`src/combiner_pkg.sv`:
```
/*
 * Stream combiner shared definitions
 * Payload and tag widths, the output beat, the configuration word and its addresses
 */
package combiner_pkg;

    // Stream payload width, fixed for the whole fabric
    localparam int DATA_W = 32;

    // Destination tag width carried next to every output beat
    localparam int DEST_W = 4;

    // Largest input count, which is also the width of the enable mask
    localparam int MAX_INPUTS = 8;

    // Configuration word and address widths
    localparam int CFG_W = 32;
    localparam int CFG_ADDR_W = 4;

    // Control word sits at address zero
    localparam logic [CFG_ADDR_W-1:0] CFG_ADDR_CTRL = 4'd0;

    // Tag of input k sits at this base plus k
    localparam logic [CFG_ADDR_W-1:0] CFG_ADDR_TAG_BASE = 4'd1;

    // One output beat with its destination tag
    typedef struct packed {
        logic [DATA_W-1:0] data;
        logic [DEST_W-1:0] dest;
    } beat_t;

    // Control view, one enable bit per input in the low bits
    typedef struct packed {
        logic [CFG_W-MAX_INPUTS-1:0] rsvd;
        logic [MAX_INPUTS-1:0]       enable;
    } cfg_ctrl_t;

    // Tag view, the destination tag in the low bits
    typedef struct packed {
        logic [CFG_W-DEST_W-1:0] rsvd;
        logic [DEST_W-1:0]       dest;
    } cfg_tag_t;

    // The same word is read through one view or the other depending on the address
    typedef union packed {
        cfg_ctrl_t ctrl;
        cfg_tag_t  tag;
    } cfg_word_u;

endpackage

```
`src/combiner_config_regs.sv`:
```
`timescale 1ns/1ps
/*
 * Stream combiner configuration registers
 * Holds the input enable mask and one destination tag per input, single-cycle writes
 */
module combiner_config_regs #(
    parameter int NUM_INPUTS = 6
) (
    input  logic                                              clock,
    input  logic                                              arst_n,
    input  logic                                              cfg_we,
    input  logic [combiner_pkg::CFG_ADDR_W-1:0]               cfg_addr,
    input  combiner_pkg::cfg_word_u                           cfg_wdata,
    output combiner_pkg::cfg_word_u                           cfg_rdata,
    output logic [NUM_INPUTS-1:0]                             enable_mask,
    output logic [NUM_INPUTS-1:0][combiner_pkg::DEST_W-1:0]   dest_tags
);

    // Address decode, shared by the write and the read-back path
    logic                  ctrl_hit;
    logic [NUM_INPUTS-1:0] tag_hit;

    assign ctrl_hit = (cfg_addr == combiner_pkg::CFG_ADDR_CTRL);

    // Each input owns exactly one tag address above the control word
    // Anything past the last input matches no bit and is simply ignored
    always_comb begin
        for (int k = 0; k < NUM_INPUTS; k++) begin
            tag_hit[k] = (cfg_addr == combiner_pkg::CFG_ADDR_TAG_BASE
                                      + k[combiner_pkg::CFG_ADDR_W-1:0]);
        end
    end

    // Register writes take effect on the edge where the strobe is high
    // Reset enables every input and gives input k the tag k
    always_ff @(posedge clock or negedge arst_n) begin
        if (!arst_n) begin
            enable_mask <= '1;
            for (int k = 0; k < NUM_INPUTS; k++) begin
                dest_tags[k] <= k[combiner_pkg::DEST_W-1:0];
            end
        end else if (cfg_we) begin
            // Control address, the word is taken through the ctrl view
            if (ctrl_hit) begin
                enable_mask <= cfg_wdata.ctrl.enable[NUM_INPUTS-1:0];
            end
            // Tag address, the word is taken through the tag view
            for (int k = 0; k < NUM_INPUTS; k++) begin
                if (tag_hit[k]) begin
                    dest_tags[k] <= cfg_wdata.tag.dest;
                end
            end
        end
    end

    // Read-back is combinational on the current address
    // Reserved bits and unmapped addresses read as zero
    always_comb begin
        cfg_rdata = '0;
        if (ctrl_hit) begin
            cfg_rdata.ctrl.enable[NUM_INPUTS-1:0] = enable_mask;
        end
        for (int k = 0; k < NUM_INPUTS; k++) begin
            if (tag_hit[k]) begin
                cfg_rdata.tag.dest = dest_tags[k];
            end
        end
    end

endmodule

```
`src/rr_stream_mux.sv`:
```
`timescale 1ns/1ps
/*
 * Round-robin stream multiplexer
 * Grants one enabled input per cycle, adds its tag and registers the output beat
 */
module rr_stream_mux #(
    parameter int NUM_INPUTS = 6
) (
    input  logic                                              clock,
    input  logic                                              arst_n,
    input  logic [NUM_INPUTS-1:0]                             buf_valid,
    input  logic [NUM_INPUTS-1:0][combiner_pkg::DATA_W-1:0]   buf_data,
    output logic [NUM_INPUTS-1:0]                             buf_ready,
    input  logic [NUM_INPUTS-1:0]                             enable_mask,
    input  logic [NUM_INPUTS-1:0][combiner_pkg::DEST_W-1:0]   dest_tags,
    output logic                                              out_valid,
    output combiner_pkg::beat_t                               out_beat,
    input  logic                                              out_ready
);

    // Pointer width, kept at one bit for a single input
    localparam int PTR_W = (NUM_INPUTS > 1) ? $clog2(NUM_INPUTS) : 1;

    // Round-robin pointer, the input that has first claim next cycle
    logic [PTR_W-1:0] rr_ptr;

    // Inputs that may compete this cycle
    logic [NUM_INPUTS-1:0] req;

    logic             grant_found;
    logic [PTR_W-1:0] grant_idx;
    logic             out_load;
    logic             grant;

    // Masked inputs never request, so their beats wait in their buffers
    assign req = buf_valid & enable_mask;

    // Output register accepts a new beat when empty or sending this cycle
    assign out_load = ~out_valid | out_ready;
    assign grant    = out_load & grant_found;

    // Search starts at the pointer and wraps around once
    always_comb begin : arb_search
        int idx;
        grant_found = 1'b0;
        grant_idx   = '0;
        for (int i = 0; i < NUM_INPUTS; i++) begin
            idx = int'(rr_ptr) + i;
            if (idx >= NUM_INPUTS) begin
                idx = idx - NUM_INPUTS;
            end
            // first hit wins, later candidates are ignored
            if (!grant_found && req[idx]) begin
                grant_found = 1'b1;
                grant_idx   = idx[PTR_W-1:0];
            end
        end
    end

    // Ready goes back to the winner only
    always_comb begin
        buf_ready = '0;
        if (grant) begin
            buf_ready[grant_idx] = 1'b1;
        end
    end

    // Valid flag and pointer
    always_ff @(posedge clock or negedge arst_n) begin
        if (!arst_n) begin
            out_valid <= 1'b0;
            rr_ptr    <= '0;
        end else begin
            if (out_load) begin
                out_valid <= grant_found;
            end
            // After a grant the input behind the winner gets first claim
            if (grant) begin
                if (grant_idx == PTR_W'(NUM_INPUTS - 1)) begin
                    rr_ptr <= '0;
                end else begin
                    rr_ptr <= grant_idx + 1'b1;
                end
            end
        end
    end

    // Output payload, the tag is sampled at grant time
    // so a later tag rewrite never changes a beat already in flight
    always_ff @(posedge clock) begin
        if (grant) begin
            out_beat.data <= buf_data[grant_idx];
            out_beat.dest <= dest_tags[grant_idx];
        end
    end

endmodule

```
`src/stream_combiner.sv`:
```
`timescale 1ns/1ps
/*
 * Stream combiner top level
 * Skid-buffers each input stream and merges them round robin into one tagged output
 */
module stream_combiner #(
    parameter int NUM_INPUTS = 6
) (
    input  logic                                              clock,
    input  logic                                              arst_n,
    input  logic [NUM_INPUTS-1:0]                             in_valid,
    input  logic [NUM_INPUTS-1:0][combiner_pkg::DATA_W-1:0]   in_data,
    output logic [NUM_INPUTS-1:0]                             in_ready,
    input  logic                                              cfg_we,
    input  logic [combiner_pkg::CFG_ADDR_W-1:0]               cfg_addr,
    input  combiner_pkg::cfg_word_u                           cfg_wdata,
    output combiner_pkg::cfg_word_u                           cfg_rdata,
    output logic                                              out_valid,
    output combiner_pkg::beat_t                               out_beat,
    input  logic                                              out_ready
);

    // Configuration to mux
    logic [NUM_INPUTS-1:0]                           enable_mask;
    logic [NUM_INPUTS-1:0][combiner_pkg::DEST_W-1:0] dest_tags;

    // Buffers to mux
    logic [NUM_INPUTS-1:0]                           buf_valid;
    logic [NUM_INPUTS-1:0][combiner_pkg::DATA_W-1:0] buf_data;
    logic [NUM_INPUTS-1:0]                           buf_ready;

    // Enable mask and destination tags
    combiner_config_regs #(
        .NUM_INPUTS (NUM_INPUTS)
    ) i_config_regs (
        .clock       (clock),
        .arst_n      (arst_n),
        .cfg_we      (cfg_we),
        .cfg_addr    (cfg_addr),
        .cfg_wdata   (cfg_wdata),
        .cfg_rdata   (cfg_rdata),
        .enable_mask (enable_mask),
        .dest_tags   (dest_tags)
    );

    // One skid buffer per input keeps the ready path short
    for (genvar k = 0; k < NUM_INPUTS; k++) begin : g_input
        stream_skid_buffer i_skid_buffer (
            .clock     (clock),
            .arst_n    (arst_n),
            .in_valid  (in_valid[k]),
            .in_data   (in_data[k]),
            .in_ready  (in_ready[k]),
            .buf_valid (buf_valid[k]),
            .buf_data  (buf_data[k]),
            .buf_ready (buf_ready[k])
        );
    end

    // Arbiter and registered output stage
    rr_stream_mux #(
        .NUM_INPUTS (NUM_INPUTS)
    ) i_mux (
        .clock       (clock),
        .arst_n      (arst_n),
        .buf_valid   (buf_valid),
        .buf_data    (buf_data),
        .buf_ready   (buf_ready),
        .enable_mask (enable_mask),
        .dest_tags   (dest_tags),
        .out_valid   (out_valid),
        .out_beat    (out_beat),
        .out_ready   (out_ready)
    );

endmodule

```
`src/stream_skid_buffer.sv`:
```
`timescale 1ns/1ps
/*
 * Stream skid buffer
 * Two-entry input stage with a registered ready and full throughput
 */
module stream_skid_buffer (
    input  logic                            clock,
    input  logic                            arst_n,
    input  logic                            in_valid,
    input  logic [combiner_pkg::DATA_W-1:0] in_data,
    output logic                            in_ready,
    output logic                            buf_valid,
    output logic [combiner_pkg::DATA_W-1:0] buf_data,
    input  logic                            buf_ready
);

    // Second entry, only used while the head is stalled
    logic                            skid_valid;
    logic [combiner_pkg::DATA_W-1:0] skid_data;

    logic in_fire;
    logic out_fire;
    logic head_load;
    logic skid_load;
    logic buf_valid_d;
    logic skid_valid_d;

    assign in_fire  = in_valid & in_ready;
    assign out_fire = buf_valid & buf_ready;

    // The head can take a beat when it is empty or drains this cycle
    assign head_load = out_fire | ~buf_valid;

    // A beat arriving while the head stays put parks in the skid entry
    assign skid_load = in_fire & ~head_load;

    // Next occupancy, the skid entry always moves to the head first to keep order
    always_comb begin
        buf_valid_d  = buf_valid;
        skid_valid_d = skid_valid;
        if (head_load) begin
            buf_valid_d  = skid_valid | in_fire;
            skid_valid_d = 1'b0;
        end else if (skid_load) begin
            skid_valid_d = 1'b1;
        end
    end

    // Ready comes from a flop, high whenever the skid entry is free
    always_ff @(posedge clock or negedge arst_n) begin
        if (!arst_n) begin
            buf_valid  <= 1'b0;
            skid_valid <= 1'b0;
            in_ready   <= 1'b0;
        end else begin
            buf_valid  <= buf_valid_d;
            skid_valid <= skid_valid_d;
            in_ready   <= ~skid_valid_d;
        end
    end

    // Payload path
    always_ff @(posedge clock) begin
        if (head_load && (skid_valid || in_fire)) begin
            buf_data <= skid_valid ? skid_data : in_data;
        end
        if (skid_load) begin
            skid_data <= in_data;
        end
    end

endmodule
```
`config.mk`:
```
export PLATFORM = sky130hd
export DESIGN_NAME = stream_combiner
export DESIGN_NICKNAME = d
export VERILOG_FILES = /design/src/combiner_pkg.sv /design/src/combiner_config_regs.sv /design/src/rr_stream_mux.sv /design/src/stream_combiner.sv /design/src/stream_skid_buffer.sv
export SDC_FILE = /design/constraint.sdc
export NUM_CORES = 1
export LEC_CHECK = 0
export BUFFER_PORTS_ARGS = -buffer_cell sky130_fd_sc_hd__buf_2
export CORE_UTILIZATION = 44
export CTS_CLUSTER_DIAMETER = 30
export DETAILED_ROUTE_END_ITERATION = 12
export GPL_TIMING_DRIVEN = 0
export MAX_ROUTING_LAYER = met4
export PLACE_DENSITY = 0.67
export SETUP_SLACK_MARGIN = 0.2
export SYNTH_ARGS = -nofsm -noshare
export SYNTH_HDL_FRONTEND = slang
export SYNTH_SLANG_ARGS = --single-unit
```
`constraint.sdc`:
```
create_clock -name clock -period 6.2 [get_ports clock]
set_input_delay 0.31 -clock clock [delete_from_list [all_inputs] [get_ports clock]]
set_output_delay 0.31 -clock clock [all_outputs]
set_load 0.01 [all_outputs]
```
==> impl_metrics.py <==
metrics = {
    "yosys": {
        "postSynth.asyncResetShare_pct": 11.0,
        "ys_dominant_reg_cell": "sky130_fd_sc_hd__edfxtp_1",
        "synth_commonest_cells": "420 x sky130_fd_sc_hd__edfxtp_1, 224 x sky130_fd_sc_hd__mux2_2, 76 x sky130_fd_sc_hd__mux2i_1, 49 x sky130_fd_sc_hd__nand3_1, 48 x sky130_fd_sc_hd__o21ai_0",
        "synthCells": 1271,
        "synthDominantCellAreaShare_pct": 61.5,
        "synth.yosys.warnings": 0,
        "total_standard_cell_area_after_synthesis_um2": 20500,
        "synth_area_leaders": "sky130_fd_sc_hd__edfxtp_1 61%, sky130_fd_sc_hd__mux2_2 12%, sky130_fd_sc_hd__dfrtp_1 4.8%",
        "synth.avg_cell_area_um2": 16.1,
        "synthMostInstantiatedCell": "sky130_fd_sc_hd__edfxtp_1",
        "synth_top_area_cell": "sky130_fd_sc_hd__edfxtp_1",
        "part_of_the_yosys_area_used_for_sequential_elements_pct": 67.9,
        "synth.ff_latch_count": 472,
        "synth-edff-count": 420,
        "synth_cell_types": 75,
    },
    "worst_setup_path": {
        "cp_data_arrival_time_ps": 5840,
        "critPathMaxFanout": 20,
        "timing.critical_path.to_type": "flop",
        "crit-reg2reg-launch": "i_mux.rr_ptr[1]",
        "timing.critical_path.from_type": "flop",
        "worstPathRequired_ps": 6490,
        "crit_start": "i_mux.rr_ptr[1]",
        "type_of_the_worst_setup_path": "flop to flop",
    },
    "timing": {
        "finalCritPeriodShare_pct": 89.4,
        "layout_setup_ws_ps": 654,
        "grt_setup_unrepaired": "false",
        "maxSlewViolCount": 0,
        "hold_viol": 0,
        "worst_clock_skew_ps": 31.7,
        "setup_viol": 0,
        "min_clock_period_post_route_ps": 5550,
        "relSlewSlack_pct": 17.6,
        "tightestPinTransition_ps": 1240,
        "max_fclk_ghz": 0.180,
    },
    "route": {
        "routed_via_density": 5.23,
        "num_vias": 13400,
        "detailedRoute.firstIterationViolations": 1070,
        "drt_wl_total_um": 56600,
        "drcViolationCount": 0,
        "drt_first_pass_iters": 5,
        "detail-route-antenna-nets": 0,
        "wl_per_cell_um": 22.1,
    },
    "die": {
        "pin_count": 313,
        "die_area_um2": 47500,
        "placementRows": 78,
        "initial_core_utilization_pct": 44.9,
        "die_width_um": 218,
        "floorplan.die.height_um": 218,
        "floorplan.core_area_um2": 45700,
    },
    "global_routing": {
        "grt_overflow": 0,
        "grt_use_total_pct": 24.7,
        "grt_pass1_wl_um": 83900,
        "grt_pass1_vias": 14200,
        "grt_start_max_net_pins": 53,
        "grt_antenna_before_repair": 5,
    },
    "status": {
        "run_status": "finished, final reports clean",
    },
    "clock_network": {
        "path_clk_slew_ps": 50,
        "postCtsSetupBuffers": 0,
        "number_of_sinks_on_the_clock_net": 472,
        "cts_htree_levels": 3,
        "cts-buffers-inserted": 101,
        "ctsLongestPathBuffers": 3,
        "tritoncts": "built",
        "clk_latency_ps": 630,
        "cts_root_buffer": "sky130_fd_sc_hd__clkbuf_16",
    },
    "min_path": {
        "holdCritStartpoint": "in_valid[0]",
        "worst_hold_path_type": "input port to flop",
    },
    "placement": {
        "detailedPlace.worstSlack_ps": 702,
        "place.port_buffers": 258,
        "postPlaceCellArea_um2": 22900,
        "dpl.hpwl_um": 38500,
        "place.gp.congestion": 0.923,
    },
    "layout": {
        "final_layout_size_suffix_gt1_share_pct": 39.6,
        "syn2layout_area_growth_pct": 38.3,
        "layout.cell_area.non_filler_um2": 28400,
        "area.sequential_um2": 13900,
        "design.final.nets": 2116,
        "multi_input_comb_area_um2": 6070,
        "fillCellCount": 3416,
    },
    "run": {
        "timing.max_cap.violations": 0,
    },
    "pwr": {
        "power.static_leakage_nw": 10.8,
        "p_per_area_nw_per_um2": 669,
        "worst_ir_drop_vdd_uv": 408,
    },
}
report_power, final:
part | switching [mW] | leakage, nW | internal, mW
Sequential | 0.383 | 4.46 | 5.32
Combinational | 4.89 | 4.66 | 2.99
Clock | 1.80 | 1.66 | 3.58
flip-flops by register name, indices dropped and copies added, names as in the netlist:
register and count:
g_input.i_skid_buffer.skid_data 192, g_input.i_skid_buffer.buf_valid 6, i_config_regs.dest_tags 24, g_input.i_skid_buffer.buf_data 192, i_mux.out_valid 1, g_input.i_skid_buffer.in_ready 6, i_config_regs.enable_mask 6, i_mux.out_beat 36
i_mux.rr_ptr 3, g_input.i_skid_buffer.skid_valid 6
what timing repair did:
action / 4_1_cts / 5_1_grt
endpoints found under the hold margin: 271 / 0
hold buffers: 198 / 0
gates resized for setup: 0 / 0
area by class of cell:
class | count | share of cell area [%]
Multi-Input combinational cell | 703 | 21.4
Tap cell | 600 | 2.65
Sequential cell | 472 | 49.1
Timing Repair Buffer | 466 | 12.2
Antenna cell | 7 | 0.0618
Clock inverter | 73 | 2.69
Buffer | 104 | 2.08
Inverter | 17 | 0.225
Clock buffer | 117 | 9.60
worst max-delay path, cell delays in order (launching register included):
cell,delay (ps)
sky130_fd_sc_hd__dfrtp_1,480
sky130_fd_sc_hd__buf_2,270
sky130_fd_sc_hd__inv_1,180
sky130_fd_sc_hd__ha_1,400
sky130_fd_sc_hd__buf_2,220
sky130_fd_sc_hd__a211o_1,300
sky130_fd_sc_hd__a222oi_1,410
sky130_fd_sc_hd__nand3_1,210
sky130_fd_sc_hd__o211ai_2,230
sky130_fd_sc_hd__nor4b_2,130
sky130_fd_sc_hd__a311oi_4,690
sky130_fd_sc_hd__nor2_2,190
sky130_fd_sc_hd__buf_6,240
sky130_fd_sc_hd__o31ai_4,340
sky130_fd_sc_hd__and2_1,620
sky130_fd_sc_hd__buf_8,280
path summary, 6_finish.rpt:
check	depth (start not counted)	end	slack (ps)
setup reg to reg	15	g_input[4].i_skid_buffer.buf_data[19]	650
hold reg to reg	1	i_config_regs.dest_tags[19]	530
min in group asynchronous	2	i_mux.out_valid	510
hold / removal	3	g_input[0].i_skid_buffer.buf_valid	30
max in group asynchronous	2	g_input[2].i_skid_buffer.buf_valid	4920
setup / recovery	15	g_input[4].i_skid_buffer.buf_data[19]	650
cell usage in the layout, fill, tap and decap left out, drive strengths merged, types with 8 or more instances in the layout:
master | synthesis | routed
edfxtp | 420 | 420
buf | 61 | 329
mux2 | 226 | 226
dlygate4sd3 | 0 | 198
clkbuf | 43 | 160
mux2i | 76 | 76
o21ai | 54 | 54
nand3 | 49 | 49
a21o | 41 | 41
dfrtp | 39 | 39
o221ai | 36 | 36
clkinv | 0 | 32
nand2 | 29 | 29
inv | 17 | 29
nor2 | 28 | 28
conb | 1 | 26
a21oi | 21 | 21
clkinvlp | 0 | 19
ha | 13 | 13
dfstp | 13 | 13
nand2b | 10 | 10
bufinv | 0 | 10
nor3 | 9 | 9
nand3b | 8 | 8
and2 | 8 | 8
logic make-up after synthesis:
group / after synthesis / share of synthesized area, %
buf+inv: 121 / 3.18
xor+xnor: 4 / 0.244
compound gates: 191 / 7.03
simple gates: 163 / 4.25
mux: 306 / 16.6
flops: 472 / 67.9
fa+ha+maj: 13 / 0.793
other cells: 1 / 0.0183
through the flow:
stage               util, %  cells  setup TNS, ps  total power, mW  hold slack (ps)
floorplan                 -   1296              0             10.9             14.4
global placement       49.6   2154         -92570             13.2              501
detailed placement     50.1   2164              0             13.5              502
CTS                    62.1   2552              0             19.0            0.905
global route           62.1   2557              0             19.9             21.2
finish                 62.1   2559              0             19.0             29.0
layer usage:
metal	share of wire, %	vias up	wire, um	track usage (%)
met2	51	481	28700	41.1
met5	0	-	0	-
met3	6.7	102	3790	6.15
met4	2.6	0	1450	7.58
li1	-	6146	-	-
met1	40	6653	22700	29.4
(Power assumes the default switching activity.)
